[config.mk]
export PLATFORM = sky130hd
export DESIGN_NAME = us_acq_top
export DESIGN_NICKNAME = d
export VERILOG_FILES = /design/src/logic/us_data_pkg.sv /design/src/logic/us_ctrl_pkg.sv /design/src/logic/us_acq_top.sv /design/src/logic/us_sample_gate.sv /design/src/logic/us_fire_fsm.sv /design/src/logic/us_ctrl_decode.sv
export VERILOG_INCLUDE_DIRS = /design/src /design/src/logic
export SDC_FILE = /design/constraint.sdc
export NUM_CORES = 1
export LEC_CHECK = 0
export BUFFER_PORTS_ARGS = -buffer_cell sky130_fd_sc_hd__buf_4
export CORE_ASPECT_RATIO = 1.2
export CORE_MARGIN = 4
export CORE_UTILIZATION = 28
export CTS_BUF_LIST = sky130_fd_sc_hd__clkbuf_2 sky130_fd_sc_hd__clkbuf_4 sky130_fd_sc_hd__clkbuf_8
export DETAILED_ROUTE_END_ITERATION = 10
export PLACE_DENSITY_LB_ADDON = 0.05
export SYNTH_ARGS = -nofsm -noshare
export SYNTH_HDL_FRONTEND = slang
export SYNTH_SLANG_ARGS = --single-unit
[constraint.sdc]
create_clock -name adc_clk -period 16.1 [get_ports adc_clk]
set_input_delay 0.805 -clock adc_clk [delete_from_list [all_inputs] [get_ports adc_clk]]
set_output_delay 0.805 -clock adc_clk [all_outputs]
set_load 0.01 [all_outputs]
[src/logic/us_acq_config.svh]
/*
	build-wide sizes and timing constants for the
	ultrasound pulse-echo acquisition controller
*/
`ifndef US_ACQ_CONFIG_SVH
`define US_ACQ_CONFIG_SVH

// ============================================================
// ADC frame geometry
// ============================================================
`define US_CHANNELS     8   // channels per ADC frame
`define US_SAMPLE_W     14  // raw ADC sample bits
`define US_WORD_W       16  // fifo word per channel, sample zero-extended

// ============================================================
// firing timing
// ============================================================
// width of tx_len, init_delay and samples
`define US_TIMING_W     32
// cycles from tx_start edge to firing pulse
`define US_START_DELAY  10

`endif
[src/logic/us_data_pkg.sv]
/*
	sample-path types: raw adc samples and channel frames,
	plus the zero-extended fifo words and frames
*/
`include "us_acq_config.svh"

package us_data_pkg;

	// ============================================================
	// adc side
	// ============================================================
	typedef logic [`US_SAMPLE_W-1:0] sample_t;    // one raw sample

	// one sample per channel, channel 0 in the low bits
	typedef sample_t [`US_CHANNELS-1:0] adc_frame_t;

	// ============================================================
	// fifo side
	// ============================================================
	typedef logic [`US_WORD_W-1:0] fifo_word_t;   // upper bits zero

	// one word per channel sink
	typedef fifo_word_t [`US_CHANNELS-1:0] fifo_frame_t;

endpackage

[src/logic/us_ctrl_pkg.sv]
/*
	control-side types: host control word, firing timing
	configuration, status flags and sequencer states
*/
`include "us_acq_config.svh"

package us_ctrl_pkg;

	// host control word, msb first as packed on the host side
	typedef struct packed {
		logic adc_pwdn;   // adc power-down
		logic adc_stby;   // adc standby
		logic fsm_reset;  // soft sequencer reset
		logic pulser_en;  // pulser supply enable
		logic tx_start;   // firing request, rising edge
	} ctrl_word_t;

	// timing fields, sampled when a firing is accepted
	typedef struct packed {
		logic [`US_TIMING_W-1:0] tx_len;     // transmit enable cycles
		logic [`US_TIMING_W-1:0] init_delay; // dead time before window
		logic [`US_TIMING_W-1:0] samples;    // acquisition window length
	} timing_cfg_t;

	typedef struct packed {
		logic busy; // tx, wait or acq
		logic done; // window closed, held
	} status_t;

	// pulse-echo sequencer states
	typedef enum logic [2:0] {
		IDLE = 3'd0,
		TX   = 3'd1,
		WAIT = 3'd2,
		ACQ  = 3'd3,
		DONE = 3'd4
	} fire_state_t;

endpackage

[src/logic/us_acq_top.sv]
/*
	ultrasound acquisition controller top: control decode,
	firing sequencer and sample gate on the adc clock
*/
`timescale 1ns/100ps

module us_acq_top
	import us_ctrl_pkg::*;
	import us_data_pkg::*;
(
	input  logic        adc_clk,    // recovered adc clock
	input  logic        rst_n,
	input  ctrl_word_t  ctrl,       // host levels
	input  timing_cfg_t timing,     // host levels
	input  adc_frame_t  adc_frame,  // parallel samples, every cycle
	output logic        tx_en,      // to the beamformer tx pin
	output logic        adc_pwdn,
	output logic        adc_stby,
	output logic        pulser_en,
	output status_t     status,
	output fifo_frame_t fifo_frame,
	output logic        fifo_valid  // no ready, every frame taken
);

	logic fire_start; // delayed firing strobe
	logic fsm_clear;  // soft reset level
	logic acq_en;     // acquisition window

	us_ctrl_decode u_decode (
		.adc_clk    (adc_clk),
		.rst_n      (rst_n),
		.ctrl       (ctrl),
		.fire_start (fire_start),
		.fsm_clear  (fsm_clear),
		.adc_pwdn   (adc_pwdn),
		.adc_stby   (adc_stby),
		.pulser_en  (pulser_en)
	);

	us_fire_fsm u_fire (
		.adc_clk    (adc_clk),
		.rst_n      (rst_n),
		.fire_start (fire_start),
		.fsm_clear  (fsm_clear),
		.timing     (timing),
		.tx_en      (tx_en),
		.acq_en     (acq_en),
		.status     (status)
	);

	us_sample_gate u_gate (
		.adc_clk    (adc_clk),
		.rst_n      (rst_n),
		.acq_en     (acq_en),
		.adc_frame  (adc_frame),
		.fifo_frame (fifo_frame),
		.fifo_valid (fifo_valid)
	);

endmodule

[src/logic/us_sample_gate.sv]
/*
	acquisition gate: captures each adc frame inside the window
	and presents it as zero-extended fifo words with a valid strobe
*/
`timescale 1ns/100ps
`include "us_acq_config.svh"

module us_sample_gate
	import us_data_pkg::*;
(
	input  logic        adc_clk,
	input  logic        rst_n,
	input  logic        acq_en,     // window open
	input  adc_frame_t  adc_frame,
	output fifo_frame_t fifo_frame,
	output logic        fifo_valid  // one per captured frame
);

	// valid trails the window by one cycle
	always_ff @(posedge adc_clk or negedge rst_n) begin
		if (!rst_n) begin
			fifo_valid <= 1'b0;
		end else begin
			fifo_valid <= acq_en;
		end
	end

	// frame register, holds last capture while closed
	always_ff @(posedge adc_clk) begin
		if (acq_en) begin
			for (int ch = 0; ch < `US_CHANNELS; ch++) begin
				// pad upper bits, sink expects 16-bit words
				fifo_frame[ch] <= {{(`US_WORD_W - `US_SAMPLE_W){1'b0}}, adc_frame[ch]};
			end
		end
	end

	// no frame leaves with unknown sample bits
	a_valid_known: assert property (
		@(posedge adc_clk) disable iff (!rst_n)
		fifo_valid |-> !$isunknown(fifo_frame)
	) else $error("fifo_valid with unknown sample bits");

endmodule

[src/logic/us_fire_fsm.sv]
/*
	pulse-echo sequencer: transmit enable, initial dead time,
	then the acquisition window, with done held afterwards
*/
`timescale 1ns/100ps
`include "us_acq_config.svh"

module us_fire_fsm
	import us_ctrl_pkg::*;
(
	input  logic        adc_clk,
	input  logic        rst_n,
	input  logic        fire_start, // from the delayed pulser
	input  logic        fsm_clear,
	input  timing_cfg_t timing,
	output logic        tx_en,
	output logic        acq_en,
	output status_t     status
);

	fire_state_t             state;
	logic [`US_TIMING_W-1:0] phase_cnt;  // cycles left in phase, minus one
	logic [`US_TIMING_W-1:0] delay_q;    // latched init_delay
	logic [`US_TIMING_W-1:0] samples_q;  // latched samples
	logic                    fire_ok;    // pulse seen while idle

	// busy phases ignore the pulse
	assign fire_ok = fire_start & ((state == IDLE) | (state == DONE));

	// timing snapshot for the later phases
	always_ff @(posedge adc_clk) begin
		if (fire_ok) begin
			delay_q   <= timing.init_delay;
			samples_q <= timing.samples;
		end
	end

	// ============================================================
	// state and phase counter
	// ============================================================
	always_ff @(posedge adc_clk or negedge rst_n) begin
		if (!rst_n) begin
			state     <= IDLE;
			phase_cnt <= '0;
		end else if (fsm_clear) begin
			state     <= IDLE; // abort any firing
			phase_cnt <= '0;
		end else begin
			case (state)
				IDLE, DONE: begin
					if (fire_ok) begin
						state     <= TX;
						phase_cnt <= timing.tx_len - 1'b1; // tx_len taken live
					end
				end
				TX: begin
					if (phase_cnt != '0) begin
						phase_cnt <= phase_cnt - 1'b1;
					end else if (delay_q == '0) begin
						state     <= ACQ; // no dead time
						phase_cnt <= samples_q - 1'b1;
					end else begin
						state     <= WAIT;
						phase_cnt <= delay_q - 1'b1;
					end
				end
				WAIT: begin
					if (phase_cnt != '0) begin
						phase_cnt <= phase_cnt - 1'b1;
					end else begin
						state     <= ACQ;
						phase_cnt <= samples_q - 1'b1;
					end
				end
				ACQ: begin
					if (phase_cnt != '0) begin
						phase_cnt <= phase_cnt - 1'b1;
					end else begin
						state <= DONE; // window closed
					end
				end
				default: state <= IDLE;
			endcase
		end
	end

	// outputs straight off the state register
	assign tx_en  = (state == TX);
	assign acq_en = (state == ACQ);

	always_comb begin
		status      = '0;
		status.busy = (state == TX) | (state == WAIT) | (state == ACQ);
		status.done = (state == DONE);
	end

	// window opens straight out of transmit or dead time
	a_acq_after_tx: assert property (
		@(posedge adc_clk) disable iff (!rst_n)
		$rose(acq_en) |-> ($past(tx_en) || $past(state == WAIT))
	) else $error("acq_en opened without transmit or dead time");

	// done only as the window closes
	a_done_after_acq: assert property (
		@(posedge adc_clk) disable iff (!rst_n)
		$rose(status.done) |-> $past(acq_en)
	) else $error("status.done raised without a closing window");

endmodule

[src/logic/us_ctrl_decode.sv]
/*
	control word decode: registers the host word, drives the adc
	control pins and turns a tx_start edge into a delayed fire pulse
*/
`timescale 1ns/100ps
`include "us_acq_config.svh"

module us_ctrl_decode
	import us_ctrl_pkg::*;
(
	input  logic       adc_clk,
	input  logic       rst_n,
	input  ctrl_word_t ctrl,
	output logic       fire_start,  // one-cycle strobe
	output logic       fsm_clear,   // level
	output logic       adc_pwdn,
	output logic       adc_stby,
	output logic       pulser_en
);

	localparam int DLY_W = $clog2(`US_START_DELAY + 1);

	ctrl_word_t       ctrl_q;     // registered host word
	logic             start_rise; // tx_start low -> high
	logic             pending;    // delay running
	logic [DLY_W-1:0] dly_cnt;

	// compare against last sampled value
	assign start_rise = ctrl.tx_start & ~ctrl_q.tx_start;

	always_ff @(posedge adc_clk or negedge rst_n) begin
		if (!rst_n) begin
			ctrl_q <= '0;
		end else begin
			ctrl_q <= ctrl;
		end
	end

	// ============================================================
	// delayed pulser
	// ============================================================
	// arm on the edge, count down, fire once the count is spent
	always_ff @(posedge adc_clk or negedge rst_n) begin
		if (!rst_n) begin
			pending    <= 1'b0;
			dly_cnt    <= '0;
			fire_start <= 1'b0;
		end else begin
			fire_start <= 1'b0; // default low, strobe only
			if (fsm_clear) begin
				pending <= 1'b0; // soft reset drops a pending shot
				dly_cnt <= '0;
			end else if (pending) begin
				if (dly_cnt == '0) begin
					fire_start <= 1'b1;
					pending    <= 1'b0;
				end else begin
					dly_cnt <= dly_cnt - 1'b1;
				end
			end else if (start_rise) begin
				pending <= 1'b1; // later edges ignored until fired
				dly_cnt <= DLY_W'(`US_START_DELAY);
			end
		end
	end

	// one register stage to the pins
	assign fsm_clear = ctrl_q.fsm_reset;
	assign adc_pwdn  = ctrl_q.adc_pwdn;
	assign adc_stby  = ctrl_q.adc_stby;
	assign pulser_en = ctrl_q.pulser_en;

	// a single tx_start edge never yields a stretched pulse
	a_fire_one_cycle: assert property (
		@(posedge adc_clk) disable iff (!rst_n)
		fire_start |=> !fire_start
	) else $error("fire_start held for more than one cycle");

endmodule

==> reports/metrics.sh <==
STATUS='finished clean'
CTS_HOLD_REPAIR.BUFFERS=0
MAX_CAP_VIOLATIONS=0
ROUTE.FINAL.WIRE_LENGTH_MM=37.6
MAX-SLEW-MARGIN-REL_PCT=27.6
IR_DROP_V=0.0000634
VIA_PER_INST=4.87
SYNTH_ENABLE_FLOP_CELLS=176
MULTI_INPUT_COMB_AREA_SQ_UM=3860
REGISTER_AREA_SQ_UM=6460
WORST-PATH-MAX-FANOUT=13
SEQ_AREA_FRAC_SYNTH_PCT=61.1
FINALSETUPTNS_NS=0
FLOORPLAN.DIE_AREA_SQ_UM=41000
SWITCHING_POWER_W=0.000548
START_UTIL_PCT=28.5
FIRST_GLOBAL_VIAS=8973
FINAL_MAX_SLEW_VIOL_COUNT=0
SYNTHESIS.AREA_PER_INSTANCE_SQ_UM=11.9
P_INT_W=0.00110
CHIPHEIGHT_UM=221
GLOBAL_ROUTE_WIRE_LENGTH_BEFORE_REPAIR_MM=56.1
CTSRESIZECOUNT=0
DR.FIRST_ITER.DRC_COUNT=558
FINALHOLDVIOLATIONS=0
CRITPATHKIND='flop to flop'
GRT_START_MAX_NET_PINS=86
REG2REG_DEPTH=9
DRIVE_ABOVE_1_SHARE_PCT=34.4
START_KIND='flop'
TOTAL_LEAKAGE_POWER_nW=5.53
MAXIMUM_CLOCK_RATE_GHz=0.285
FINALWORSTPATHREQUIREDPERIOD_NS=3.51
FINAL_CELL_AREA_SQ_UM=14400
ASYNCSETRESETFLOPFRACSYNTH_PCT=21.1
FINAL_ANTENNA_NET_COUNT=0
NUMBER_OF_I_O_PINS=350
NFILLCELLS=3621
PLACE_CONGESTION=0.864
COMB_POWER_SHARE_PCT=25.4
ANTENNA_FOUND_INITIAL=0
CRIT_REQUIRED_NS=16.54
CLK_PATH_BUF_DEPTH=3
POSTPLACECELLAREA_SQ_UM=13600
NUMCLOCKSINKS=223
PLACE.DETAILED.HPWL_MM=29.0
NETLIST.AREA_LEADER.SHARE_PCT=49.9
CLOCK_GROUP_SHARE_OF_TOTAL_POWER_PCT=34.0
COREAREA_SQ_UM=37100
DETAIL_ROUTE.FIRST_PASS.ITERATIONS=5
POWERDENSITY_nW_PER_UM2=115
REMAINING_DRC_ERRORS=0
DOMINANTREGCELLSYNTH='sky130_fd_sc_hd__edfxtp_1'
SETUP_VIOLATIONS=0
PLACE.PORT_BUFFERS=333
DIE_W_UM=185
POWER.SWITCHING_FRACTION_PCT=33.2
CTS_POST_SETUP_BUFFERS_INSERTED=0
SYNTHCELLS=887
SYNTH.LARGEST_AREA_CELL='sky130_fd_sc_hd__edfxtp_1'
LAYOUT.NETS=1460
H-TREE-DEPTH=2
YS_TOP_CELLS_BY_AREA='sky130_fd_sc_hd__edfxtp_1 (50%), sky130_fd_sc_hd__dfrtp_1 (11%), sky130_fd_sc_hd__xnor2_1 (4.7%)'
AVGROUTEDWIREPERCELL_UM=21.6
VIAS=8479
CRIT_ARRIVAL_NS=3.96
SEQ_POWER_SHARE_PCT=40.6
SETUP.WORST_PATH.END_CLASS='flop'
GROUTE.USAGE.OVERALL_PCT=17.9
SYNTH_AREA_SQ_UM=10600
CLKLATENCYLATEPIN_NS=0.57
SYNTHESIS_WARNING_TOTAL=0
CTS_BUFFERS=41
YOSYS_REGISTER_BITS=223
DIODES=0
SYNTH.DISTINCT_CELLS=75
WORST-SLEW-PIN-TRANSITION_NS=1.09
CTS-ROOT-BUF='sky130_fd_sc_hd__clkbuf_8'
CLKTRANSATPATHREGS_NS=0.06
NUM_ROWS=77
MIN_PATH_TYPE='primary input to async pin'
TRITONCTS_CLOCK_TREE='yes'
GLOBALROUTE.TOTALOVERFLOW=0
CLOCK-SKEW-FINAL_NS=0.0399
POST-ROUTE-PERIOD-UTIL_PCT=21.8
FLOW.AREA_GROWTH_FROM_SYNTHESIS_PCT=36.0
RSZ0062_AT_GRT='no'
## placed cells by master, fill, tap and decap left out, types with 5 or more instances in the layout
cell type and count:
sky130_fd_sc_hd__a21oi_1 39, sky130_fd_sc_hd__a31oi_1 5, sky130_fd_sc_hd__buf_4 343, sky130_fd_sc_hd__clkbuf_4 7, sky130_fd_sc_hd__clkbuf_8 46, sky130_fd_sc_hd__clkinv_1 9, sky130_fd_sc_hd__clkinv_2 6, sky130_fd_sc_hd__conb_1 16
sky130_fd_sc_hd__dfrtp_1 47, sky130_fd_sc_hd__edfxtp_1 176, sky130_fd_sc_hd__ha_1 7, sky130_fd_sc_hd__inv_1 17, sky130_fd_sc_hd__nand2_1 62, sky130_fd_sc_hd__nand3_1 22, sky130_fd_sc_hd__nand3b_1 6, sky130_fd_sc_hd__nor2_1 59
sky130_fd_sc_hd__nor3_1 43, sky130_fd_sc_hd__nor3b_1 5, sky130_fd_sc_hd__nor4_1 36, sky130_fd_sc_hd__o21ai_0 32, sky130_fd_sc_hd__o21ai_1 37, sky130_fd_sc_hd__o221ai_1 5, sky130_fd_sc_hd__o22ai_1 15, sky130_fd_sc_hd__o41ai_1 5
sky130_fd_sc_hd__or3_1 12, sky130_fd_sc_hd__or4_1 16, sky130_fd_sc_hd__or4_4 6, sky130_fd_sc_hd__xnor2_1 57, sky130_fd_sc_hd__xor2_1 35
## cell usage after synthesis, drive strengths merged, types with 3 or more instances
cell	n
clkbuf	27
a221oi	6
o31ai	4
a22oi	4
o22ai	15
o221ai	6
o21ai	69
a211oi	3
nand3	22
o21bai	3
xnor2	57
dfrtp	47
nor4	40
nor2	62
or3b	4
nor3b	6
nand3b	6
o211ai	3
nand4b	4
nand2b	3
edfxtp	176
or4	22
nand2	63
o41ai	5
ha	7
buf	23
nand4	4
inv	18
xor2	35
nor3	46
or3	13
a31oi	6
and3	4
a21oi	39
## worst max-delay path: stages (launching register included)
cell                       delay, ns
sky130_fd_sc_hd__dfrtp_1        0.42
sky130_fd_sc_hd__inv_1          0.10
sky130_fd_sc_hd__ha_1           0.18
sky130_fd_sc_hd__or3b_1         0.47
sky130_fd_sc_hd__nand2b_1       0.43
sky130_fd_sc_hd__or4_1          0.77
sky130_fd_sc_hd__nor2_4         0.43
sky130_fd_sc_hd__o32a_1         0.23
sky130_fd_sc_hd__a31oi_1        0.08
sky130_fd_sc_hd__a211o_1        0.29
## stage by stage
| stage | hold WS (ns) | power, W | instances | setup WS (ns) | utilization, % |
|---|---|---|---|---|---|
| 2_1_floorplan | 0.479 | 0.000949 | 902 | 8.93 | - |
| 3_3_place_gp | 0.517 | 0.00110 | 1669 | 12.69 | 36.6 |
| 3_5_place_dp | 0.522 | 0.00110 | 1669 | 12.60 | 36.6 |
| 4_1_cts | 0.268 | 0.00167 | 1741 | 12.61 | 38.8 |
| 5_1_grt | 0.296 | 0.00174 | 1741 | 12.39 | 38.8 |
| 6_report | 0.273 | 0.00165 | 1741 | 12.59 | 38.8 |
## sequential cells by signal (all words and copies together), names as in the netlist, 3 cells and up
| name | count |
|---|---|
| u_gate.fifo_frame | 112 |
| u_fire.state | 3 |
| u_fire.phase_cnt | 32 |
| u_fire.samples_q | 32 |
| u_fire.delay_q | 32 |
| u_decode.dly_cnt | 4 |
## cell families after synthesis
logic type      Yosys count  synth area share, %
compound gates          188                 11.4
xor+xnor                 92                 7.61
fa+ha+maj                 7                0.828
buf+inv                  69                 3.10
flops                   223                 61.1
other cells               1               0.0354
simple gates            307                 16.0
## per-layer routing
metal  up-vias  routed length [um]  global-route usage, %
met5         -                   0                      0
met4         0                 933                   5.21
met3        59                3570                   6.36
met2       371               18900                   30.9
met1      3993               14200                   20.8
li1       4056                   -                      -
## final timing paths
| kind | to | start | slack [ns] |
|---|---|---|---|
| setup / recovery | u_fire.phase_cnt[19] | u_fire.phase_cnt[0] | 12.59 |
| hold / removal | u_fire.phase_cnt[5] | rst_n | 0.27 |
| setup reg to reg | u_fire.phase_cnt[19] | u_fire.phase_cnt[0] | 12.59 |
| hold reg to reg | u_fire.phase_cnt[17] | u_fire.phase_cnt[17] | 0.54 |
| max in group asynchronous | u_decode.pulser_en | rst_n | 15.37 |
| min in group adc_clk | u_decode.adc_stby | ctrl[3] | 0.35 |
## power groups by stage
stage               logic, W  registers [W]  clock network [W]
finish              0.000420       0.000671           0.000561
global route        0.000459       0.000673           0.000608
CTS                 0.000419       0.000670           0.000582
detailed placement  0.000416       0.000681                  0
global placement    0.000419       0.000681                  0
floorplan           0.000277       0.000672                  0
## cell type report
cell class	count	area share (%)
inverter	19	0.513
clock inverter	19	0.991
tap	474	4.12
sequential	223	44.9
multi-input combinational	610	26.8
clock buffer	53	4.76
timing repair buffer	343	17.9
Power figures use the tool's default switching activity.
